`config.mk`:
```
export PLATFORM = sky130hd
export DESIGN_NAME = dallanma_ust
export DESIGN_NICKNAME = d
export VERILOG_FILES = /design/src/common/dallanma_pkg.sv /design/src/hdl/dallanma_ust.sv /design/src/dallanma/dallanma_birimi.sv /design/src/hdl/karsilastirici.sv /design/src/hdl/buyruk_cozucu.sv
export SDC_FILE = /design/constraint.sdc
export NUM_CORES = 1
export LEC_CHECK = 0
export BUFFER_PORTS_ARGS = -buffer_cell sky130_fd_sc_hd__buf_4
export CAP_MARGIN = 10
export CORE_AREA = 2 2 154 156
export CTS_CLUSTER_DIAMETER = 100
export DETAILED_ROUTE_END_ITERATION = 6
export DIE_AREA = 0 0 156 158
export PLACE_DENSITY_LB_ADDON = 0.15
export SLEW_MARGIN = 0
export SYNTH_ARGS = -nofsm -noshare
export SYNTH_HDL_FRONTEND = slang
export SYNTH_HIERARCHICAL = 1
export SYNTH_SLANG_ARGS = --single-unit
export TNS_END_PERCENT = 20
```
`constraint.sdc`:
```
create_clock -name clk_i -period 5.1 [get_ports clk_i]
set_input_delay 1.02 -clock clk_i [delete_from_list [all_inputs] [get_ports clk_i]]
set_output_delay 1.02 -clock clk_i [all_outputs]
set_load 0.1 [all_outputs]
```
`src/common/dallanma_pkg.sv`:
```
package dallanma_pkg;

    // register value or address
    typedef logic [31:0] veri_t;

    // raw instruction word
    typedef logic [31:0] buyruk_t;

    // branch kinds, encoded exactly as funct3
    typedef enum logic [2:0] {
        BRA_BEQ  = 3'b000,
        BRA_BNE  = 3'b001,
        BRA_BLT  = 3'b100,
        BRA_BGE  = 3'b101,
        BRA_BLTU = 3'b110,
        BRA_BGEU = 3'b111
    } dal_tur_e;

    localparam logic [6:0] BRANCH_OPCODE = 7'b1100011; // B-type major opcode

    // decode -> execute
    typedef struct packed {
        logic     gecerli;       // slot holds an accepted word
        logic     blok_aktif;    // word is a legal conditional branch
        dal_tur_e dal_buy_turu;
        logic     ongoru;        // 1 = predicted taken
        veri_t    ps;
        veri_t    br;            // sign extended B immediate
        veri_t    rs1;
        veri_t    rs2;
    } coz_cikis_s;

    // execute -> result
    // operands are dropped here, only the flags travel on
    typedef struct packed {
        logic     gecerli;
        logic     blok_aktif;
        dal_tur_e dal_buy_turu;
        logic     ongoru;
        veri_t    ps;
        veri_t    br;
        logic     esit_mi;           // rs1 == rs2
        logic     buyuk_mu;          // rs1 > rs2 signed
        logic     buyuk_mu_unsigned; // rs1 > rs2 unsigned
    } yurut_cikis_s;

endpackage
```
`src/hdl/dallanma_ust.sv`:
```
`timescale 1ns/1ps

module dallanma_ust (
    input  logic                  clk_i,
    input  logic                  rst_i,
    input  logic                  durdur_i,  // global stall
    input  logic                  gecerli_i,
    input  dallanma_pkg::buyruk_t buyruk_i,
    input  dallanma_pkg::veri_t   ps_i,
    input  dallanma_pkg::veri_t   rs1_i,
    input  dallanma_pkg::veri_t   rs2_i,
    input  logic                  ongoru_i,  // 1 = predicted taken
    output logic                  guncelle_gecerli_o,
    output logic                  guncelle_atladi_o,
    output logic                  dallanma_hata_o,
    output dallanma_pkg::veri_t   guncelle_hedef_adresi_o,
    output dallanma_pkg::veri_t   guncelle_ps_o
);

    dallanma_pkg::coz_cikis_s   coz;
    dallanma_pkg::yurut_cikis_s yurut;

    // decode
    buyruk_cozucu u_coz (
        .clk_i     (clk_i),
        .rst_i     (rst_i),
        .durdur_i  (durdur_i),
        .gecerli_i (gecerli_i),
        .buyruk_i  (buyruk_i),
        .ps_i      (ps_i),
        .rs1_i     (rs1_i),
        .rs2_i     (rs2_i),
        .ongoru_i  (ongoru_i),
        .coz_o     (coz)
    );

    // execute, comparison flags
    karsilastirici u_kars (
        .clk_i    (clk_i),
        .rst_i    (rst_i),
        .durdur_i (durdur_i),
        .coz_i    (coz),
        .yurut_o  (yurut)
    );

    // result, predictor update
    dallanma_birimi u_dal (
        .clk_i                   (clk_i),
        .rst_i                   (rst_i),
        .durdur_i                (durdur_i),
        .yurut_i                 (yurut),
        .guncelle_gecerli_o      (guncelle_gecerli_o),
        .guncelle_atladi_o       (guncelle_atladi_o),
        .dallanma_hata_o         (dallanma_hata_o),
        .guncelle_hedef_adresi_o (guncelle_hedef_adresi_o),
        .guncelle_ps_o           (guncelle_ps_o)
    );

endmodule

```
`src/dallanma/dallanma_birimi.sv`:
```
`timescale 1ns/1ps

module dallanma_birimi (
    input  logic                       clk_i,
    input  logic                       rst_i,
    input  logic                       durdur_i,
    input  dallanma_pkg::yurut_cikis_s yurut_i,
    output logic                       guncelle_gecerli_o,
    output logic                       guncelle_atladi_o,
    output logic                       dallanma_hata_o,
    output dallanma_pkg::veri_t        guncelle_hedef_adresi_o, // fetch restarts here on a miss
    output dallanma_pkg::veri_t        guncelle_ps_o
);

    localparam dallanma_pkg::veri_t BUYRUK_ADIM = 32'd4; // next sequential word

    logic                guncelle;
    logic                atladi;
    logic                buyuk_esit;
    logic                buyuk_esit_u;
    dallanma_pkg::veri_t hedef;

    logic                gecerli_r;
    logic                atladi_r;
    logic                hata_r;
    dallanma_pkg::veri_t hedef_r;
    dallanma_pkg::veri_t ps_r;

    assign guncelle = yurut_i.gecerli && yurut_i.blok_aktif;

    // less than means neither greater nor equal
    assign buyuk_esit   = yurut_i.buyuk_mu || yurut_i.esit_mi;
    assign buyuk_esit_u = yurut_i.buyuk_mu_unsigned || yurut_i.esit_mi;

    always_comb begin
        case (yurut_i.dal_buy_turu)
            dallanma_pkg::BRA_BEQ:  atladi = yurut_i.esit_mi;
            dallanma_pkg::BRA_BNE:  atladi = !yurut_i.esit_mi;
            dallanma_pkg::BRA_BLT:  atladi = !buyuk_esit;
            dallanma_pkg::BRA_BGE:  atladi = buyuk_esit;
            dallanma_pkg::BRA_BLTU: atladi = !buyuk_esit_u;
            dallanma_pkg::BRA_BGEU: atladi = buyuk_esit_u;
            default:                atladi = 1'b0; // blocked by blok_aktif anyway
        endcase
    end

    // corrected fetch address for either outcome
    always_comb begin
        if (atladi) begin
            hedef = yurut_i.ps + yurut_i.br;
        end else begin
            hedef = yurut_i.ps + BUYRUK_ADIM;
        end
    end

    always_ff @(posedge clk_i) begin
        if (!rst_i) begin
            gecerli_r <= 1'b0;
            atladi_r  <= 1'b0;
            hata_r    <= 1'b0;
            hedef_r   <= '0;
            ps_r      <= '0;
        end else if (durdur_i) begin
            // stalled edge, drop the pulse so nothing is reported twice
            gecerli_r <= 1'b0;
            atladi_r  <= 1'b0;
            hata_r    <= 1'b0;
        end else begin
            gecerli_r <= guncelle;
            atladi_r  <= guncelle && atladi;
            hata_r    <= guncelle && (yurut_i.ongoru != atladi); // prediction missed
            if (guncelle) begin
                hedef_r <= hedef;
                ps_r    <= yurut_i.ps; // branch's own pc for the predictor
            end
        end
    end

    assign guncelle_gecerli_o      = gecerli_r;
    assign guncelle_atladi_o       = atladi_r;
    assign dallanma_hata_o         = hata_r;
    assign guncelle_hedef_adresi_o = hedef_r;
    assign guncelle_ps_o           = ps_r;

endmodule

```
`src/hdl/karsilastirici.sv`:
```
`timescale 1ns/1ps

module karsilastirici (
    input  logic                       clk_i,
    input  logic                       rst_i,
    input  logic                       durdur_i,
    input  dallanma_pkg::coz_cikis_s   coz_i,
    output dallanma_pkg::yurut_cikis_s yurut_o
);

    logic                       esit;
    logic                       buyuk_isaretli;
    logic                       buyuk_isaretsiz;
    dallanma_pkg::yurut_cikis_s yurut_d;
    dallanma_pkg::yurut_cikis_s yurut_r;

    // same three flags the core ALU hands to the branch unit
    assign esit            = (coz_i.rs1 == coz_i.rs2);
    assign buyuk_isaretli  = ($signed(coz_i.rs1) > $signed(coz_i.rs2));
    assign buyuk_isaretsiz = (coz_i.rs1 > coz_i.rs2);

    always_comb begin
        // control and address fields pass through unchanged
        yurut_d.gecerli           = coz_i.gecerli;
        yurut_d.blok_aktif        = coz_i.blok_aktif;
        yurut_d.dal_buy_turu      = coz_i.dal_buy_turu;
        yurut_d.ongoru            = coz_i.ongoru;
        yurut_d.ps                = coz_i.ps;
        yurut_d.br                = coz_i.br;
        yurut_d.esit_mi           = esit;
        yurut_d.buyuk_mu          = buyuk_isaretli;
        yurut_d.buyuk_mu_unsigned = buyuk_isaretsiz;
    end

    always_ff @(posedge clk_i) begin
        if (!durdur_i) begin
            yurut_r <= yurut_d;
        end
        if (!rst_i) begin
            yurut_r.gecerli <= 1'b0;
        end
    end

    assign yurut_o = yurut_r;

endmodule

```
`src/hdl/buyruk_cozucu.sv`:
```
`timescale 1ns/1ps

module buyruk_cozucu (
    input  logic                     clk_i,
    input  logic                     rst_i,
    input  logic                     durdur_i,
    input  logic                     gecerli_i,
    input  dallanma_pkg::buyruk_t    buyruk_i,
    input  dallanma_pkg::veri_t      ps_i,
    input  dallanma_pkg::veri_t      rs1_i,
    input  dallanma_pkg::veri_t      rs2_i,
    input  logic                     ongoru_i,
    output dallanma_pkg::coz_cikis_s coz_o
);

    logic [6:0]               opkod;
    logic [2:0]               funct3;
    logic                     dal_mi;
    dallanma_pkg::veri_t      imm_b;
    dallanma_pkg::coz_cikis_s coz_d;
    dallanma_pkg::coz_cikis_s coz_r;

    assign opkod  = buyruk_i[6:0];
    assign funct3 = buyruk_i[14:12];

    // 010 and 011 are unused under the branch opcode
    always_comb begin
        dal_mi = 1'b0;
        if (opkod == dallanma_pkg::BRANCH_OPCODE) begin
            case (funct3)
                3'b010,
                3'b011:  dal_mi = 1'b0;
                default: dal_mi = 1'b1;
            endcase
        end
    end

    // B-type immediate, bit 0 is always zero
    assign imm_b = {
        {19{buyruk_i[31]}}, // sign
        buyruk_i[31],       // imm[12]
        buyruk_i[7],        // imm[11]
        buyruk_i[30:25],    // imm[10:5]
        buyruk_i[11:8],     // imm[4:1]
        1'b0
    };

    always_comb begin
        coz_d.gecerli      = gecerli_i;
        coz_d.blok_aktif   = dal_mi;
        coz_d.dal_buy_turu = dallanma_pkg::dal_tur_e'(funct3); // kind is funct3 itself
        coz_d.ongoru       = ongoru_i;
        coz_d.ps           = ps_i;
        coz_d.br           = imm_b;
        coz_d.rs1          = rs1_i;
        coz_d.rs2          = rs2_i;
    end

    // stage register, held while the pipe is stalled
    always_ff @(posedge clk_i) begin
        if (!durdur_i) begin
            coz_r <= coz_d;
        end
        if (!rst_i) begin
            coz_r.gecerli <= 1'b0; // only the valid bit needs clearing
        end
    end

    assign coz_o = coz_r;

endmodule

```
# Yosys cells after proc, flatten, opt, wreduce, memory -nomap -nowiden
# Index checks and enable logic that the tools add are counted.
op_classes:
  n_reduce_logical: 12
  eq_ne: 10
  n_addsub: 2
  muxes: 3
  magnitude_cmp: 2
  bitwise: 2
ops:
  columns: ["op", "n"]
  rows:
  - ["$gt 32x32->1", 2]
  - ["$add 32x3->32 const B", 1]
  - ["$add 32x32->32", 1]
  - ["$eq 32x32->1", 1]
  - ["$mux 32", 1]
  - ["$eq 3x3->1 const B", 4]
  - ["$eq 7x7->1 const B", 1]
  - ["$eq 3x2->1 const B", 2]
  - ["$pmux 1 s6", 1]
  - ["$reduce_or 2->1", 2]
  - ["$eq 3x1->1 const B", 1]
  - ["$logic_and 1x1->1", 3]
  - ["$logic_not 1->1", 3]
  - ["$logic_not 3->1", 1]
  - ["$logic_or 1x1->1", 2]
  - ["$not 1->1", 2]
  - ["$reduce_and 2->1", 1]
  - ["$mux 1", 1]
  - ["$ne 1x1->1", 1]
word_totals:
  inputBits: 133
  elab_cells: 53
  output_inout_bits: 67
  reg_bits: 234

# Depth between registers and ports, before layout
depth:
  word_depth: 5
  mapped_depth: 11
  mapped_depth_nobuf: 11

# By module
# The synthesis kept the hierarchy.
modules_own_cells:
  columns: ["module", "area_each_um2", "instances", "cells_each", "seq_area_each_um2"]
  rows:
  - ["dallanma_birimi", 4722.0, 1, 636, 1341.3]
  - ["buyruk_cozucu", 3621.0, 1, 142, 3413.3]
  - ["karsilastirici", 3029.2, 1, 192, 2182.1]

# Least setup slack after synthesis
# OpenSTA, ideal clock, no wires.
synth_path:
  path_type: "input-to-reg"
  start: "in durdur_i"
  end: "reg u_coz.coz_r, in the netlist u_coz/coz_o[0] (enable)"
  required_time_ns: 4.634
  stages: 1
  slack_ns: 1.431
  path_buffers: 0
  setup_ns: 0.466
  t_arrival_ns: 3.204
  path_cell_list: "inv_1"
synth_lines:
  columns: ["element", "line_no", "text"]
  rows:
  - ["start, declared", "dallanma_ust.sv:6", "input logic durdur_i,"]
  - ["end signal, assigned", "buyruk_cozucu.sv:62", "coz_r <= coz_d;"]
  - ["end, declared", "buyruk_cozucu.sv:21", "dallanma_pkg::coz_cikis_s coz_r;"]
# No word-level cell between the ends.

# Worst setup path in the final report
layout_path:
  start: "reg u_kars.yurut_r, in the netlist u_kars/yurut_o[35]"
  end: "reg u_dal.hedef_r[24], in the netlist u_dal/guncelle_hedef_adresi_o[24]"
layout_between:
  elab_chain_len: 2
  elab_cells_between_ends: 3
  cone_classes: "add/sub: 2; mux: 1"
layout_lines:
  columns: ["element", "line_no", "text"]
  rows:
  - ["start, declared", "karsilastirici.sv:15", "dallanma_pkg::yurut_cikis_s yurut_r;"]
  - ["start signal, assigned", "karsilastirici.sv:37", "yurut_r <= yurut_d;"]
  - ["$add 32x3->32 / $add 32x32->32 (equally long branches)", "dallanma_birimi.sv:52, dallanma_birimi.sv:50", null]
  - ["$mux 32 *", "dallanma_birimi.sv:49", "if (atladi) begin"]
  - ["end signal, assigned", "dallanma_birimi.sv:61", "hedef_r <= '0;"]
  - ["end signal, assigned", "dallanma_birimi.sv:73", "hedef_r <= hedef;"]
  - ["end, declared", "dallanma_birimi.sv:26", "dallanma_pkg::veri_t hedef_r;"]
# Mark *: on every way between the ends. The rest lies on a longest branch, timed or not.
# A chain may end at the register's enable or synchronous reset.

==> impl_metrics.tcl <==
set metrics [dict create \
    status "finished clean" \
    synth_area_per_cell_um2 11.7 \
    cts_setup_buffers 0 \
    powerDensity_mw_per_mm2 354 \
    yosysTopAreaCellShare_pct 48.9 \
    h-tree-depth 1 \
    cp_num_buf_inv 0 \
    tns_ns 0 \
    max_stage_delay_ns 0.41 \
    groute.usage.overall_pct 20.0 \
    synth_top_family_by_area "compound AO/OA/AOI/OAI gates" \
    synthAdderAreaFrac_pct 7.22 \
    grt_pass1_wl_um 38900 \
    max_cap_viol_count 0 \
    cts_buffer_depth 3 \
    dp.final_hpwl_um 17500 \
    io_pins 200 \
    critPathKind "register to register" \
    wl_per_cell_um 17.0 \
    crit_path_top_delay_cell "edfxtp_1" \
    clkTransAtPathRegs_ns 0.06 \
    drt_pass1_iterations 5 \
    core-area_mm2 0.0231 \
    finalHoldViolations 0 \
    synth_largest_area_cell "edfxtp_1" \
    synth-seq-cells 254 \
    routabilityCongestion 0.882 \
    cp_top_family "compound AO/OA/AOI/OAI gates" \
    timing.hold.ws_ns 0.410 \
    dpl_cell_area_mm2 0.0129 \
    synth_seq_area_share_pct 61.0 \
    cp_max_fo 5 \
    finalSetupViolations 0 \
    min_period_over_period_pct 58.8 \
    route.detailed.drc 0 \
    syn_inst 970 \
    p_leak_nw 5.49 \
    fp.dieArea_mm2 0.0246 \
    yosysWarningCount 6 \
    ant_nets 0 \
    diodes 0 \
    portBuffers 189 \
    max_freq_mhz 334 \
    drive_gt1_share_pct 22.3 \
    die_x_um 156 \
    synth_cell_types 63 \
    hp-class "register to register" \
    crit_top_cell "a21oi_2" \
    synth_edf_count 185 \
    maxSlewViolCount 0 \
    syn_area_mm2 0.0114 \
    numCtsBuffers 26 \
    vias 7746 \
    root_buffer "clkbuf_16" \
    tritoncts "done" \
    synthSimpleGateAreaFrac_pct 11.2 \
    finalWirelength_um 24600 \
    synth-compound-area-share_pct 12.4 \
    start_util_pct 49.3 \
    num_rows 56 \
    path_cells "ha_1, fa_1, a21o_1, a21oi_2, o31a_4, o21ai_4, a21oi_2, o31ai_4, a221oi_1, xor2_1, a21oi_1" \
    via_per_inst 5.34 \
    regToRegSetupSlack_ns 2.10 \
    cp_data_required_time_ns 5.47 \
    synth_area_leaders "edfxtp_1 49%, dfxtp_1 12%, ha_1 7.0%, nand2_1 4.6%, a21oi_1 4.0%" \
    rsz0062_at_grt "false" \
    clock_latency_ns 0.52 \
    dieHeight_um 158 \
    ir_drop_mv 0.232 \
    hold_buffers 0 \
    synth_ff_type "edfxtp_1" \
    relSlewSlack_pct 27.2 \
    syn_to_final_growth_pct 21.2 \
    post_cts_resized 0 \
    synth_nets 1168 \
    postLayoutCellArea_mm2 0.0138 \
    post-route-min-period_ns 3.00 \
    synth_xor_area_share_pct 4.00 \
    cp-start-kind "register" \
    cp.arrival_ns 3.36 \
    tightest_slew_ns 1.09 \
    grt_pass1_vias 7732 \
    end_kind "register" \
    synthMuxAreaShare_pct 0.176 \
    clock_skew_ns 0.00806 \
    async_flop_share_pct 0 \
    grt.overflow.total 0 \
    drt-initial-drc-count 370 \
    grt_max_degree 53 \
    antenna_found_initial 0 \
    cts.sinks 254 \
    nets 1338 \
]
==> metal layers <==
metal	routed length [um]	GRT usage [%]
met4	423	5.11
met5	0	0
met2	11800	35.2
met3	1970	5.72
met1	10400	24.2
==> cells by family (layout without fill, tap and decap cells) <==
logic type / after synthesis / count (layout)
buffers and inverters: 98 / 288
multiplexers: 2 / 2
XOR/XNOR: 52 / 52
other: 1 / 1
AND/OR/NAND/NOR: 284 / 284
flip-flops: 254 / 254
AO/OA/AOI/OAI: 214 / 214
adder cells (fa/ha/maj): 65 / 65
==> through the flow <==
| step | std cells | total power [mW] | utilization [%] | setup slack [ns] |
|---|---|---|---|---|
| after detailed placement | 1402 | 3.08 | 56.1 | 2.12 |
| after floorplan | 970 | 2.89 | - | 1.43 |
| after CTS | 1450 | 4.93 | 59.8 | 2.11 |
| after global placement | 1402 | 3.07 | 56.1 | 2.16 |
| after global routing | 1450 | 5.09 | 59.8 | 1.90 |
| final | 1450 | 4.87 | 59.8 | 2.10 |
==> cell usage after synthesis (all sizes together) (2+ instances only) <==
library cell / number
edfxtp: 185
nand2: 138
a21oi: 95
dfxtp: 69
ha: 64
nor2: 55
inv: 44
o21ai: 28
buf: 27
clkbuf: 27
xnor2: 27
xor2: 25
nand3: 21
nand4: 17
nor3: 15
a211oi: 11
a21o: 11
and3: 9
a21boi: 8
o21a: 8
a311oi: 7
a31oi: 7
nor2b: 7
o211ai: 7
and2: 5
o221ai: 5
and4: 4
nand2b: 3
o311ai: 3
o31a: 3
o31ai: 3
or2: 3
or3: 3
a2111oi: 2
a211o: 2
a221oi: 2
a31o: 2
a32oi: 2
mux2i: 2
nor4: 2
o21bai: 2
==> cells in the final DEF, fill, tap and decap left out, types with 6 or more instances in the layout <==
cell and count:
dfxtp_1 69, a21o_1 11, inv_1 42, nand2_1 138, a211oi_1 9, o21a_1 8
a21boi_0 7, a21oi_1 92, nor2b_1 7, edfxtp_1 185, nand3_1 21, clkbuf_16 28
nor2_1 54, nor3_1 14, buf_4 196, a311oi_1 7, xnor2_1 27, clkinv_2 8
a31oi_1 7, and3_1 9, nand4_1 17, o211ai_1 7, xor2_1 25, o21ai_0 24
ha_1 64, clkbuf_1 6
==> registers in the layout (all words and copies together) (netlist names) <==
name	cells
u_coz/coz_o	114
u_kars/yurut_o	73
u_dal/guncelle_gecerli_o	1
u_dal/guncelle_hedef_adresi_o	32
u_dal/guncelle_atladi_o	1
u_dal/dallanma_hata_o	1
u_dal/guncelle_ps_o	32
==> cell type report <==
| type | instances | area [um^2] |
|---|---|---|
| Sequential cell | 254 | 6940 |
| Inverter | 44 | 168 |
| Timing Repair Buffer | 196 | 1470 |
| Tap cell | 290 | 363 |
| Multi-Input combinational cell | 618 | 4000 |
| Clock buffer | 36 | 751 |
| Fill cell | 1881 | 9270 |
| Clock inverter | 12 | 93.8 |
==> where the power goes <==
group          internal (mW)  switching (mW)
registers               2.35          0.0645
logic                  0.255           0.362
clock network           1.08           0.757
==> worst paths after layout <==
kind	startpoint	to	cells after the start
max	u_kars/yurut_o[35]	u_dal/guncelle_hedef_adresi_o[24]	11
min	u_coz/coz_o[107]	u_kars/yurut_o[46]	0
max reg2reg	u_kars/yurut_o[35]	u_dal/guncelle_hedef_adresi_o[24]	11
min reg2reg	u_coz/coz_o[107]	u_kars/yurut_o[46]	0
(Power assumes the default switching activity.)
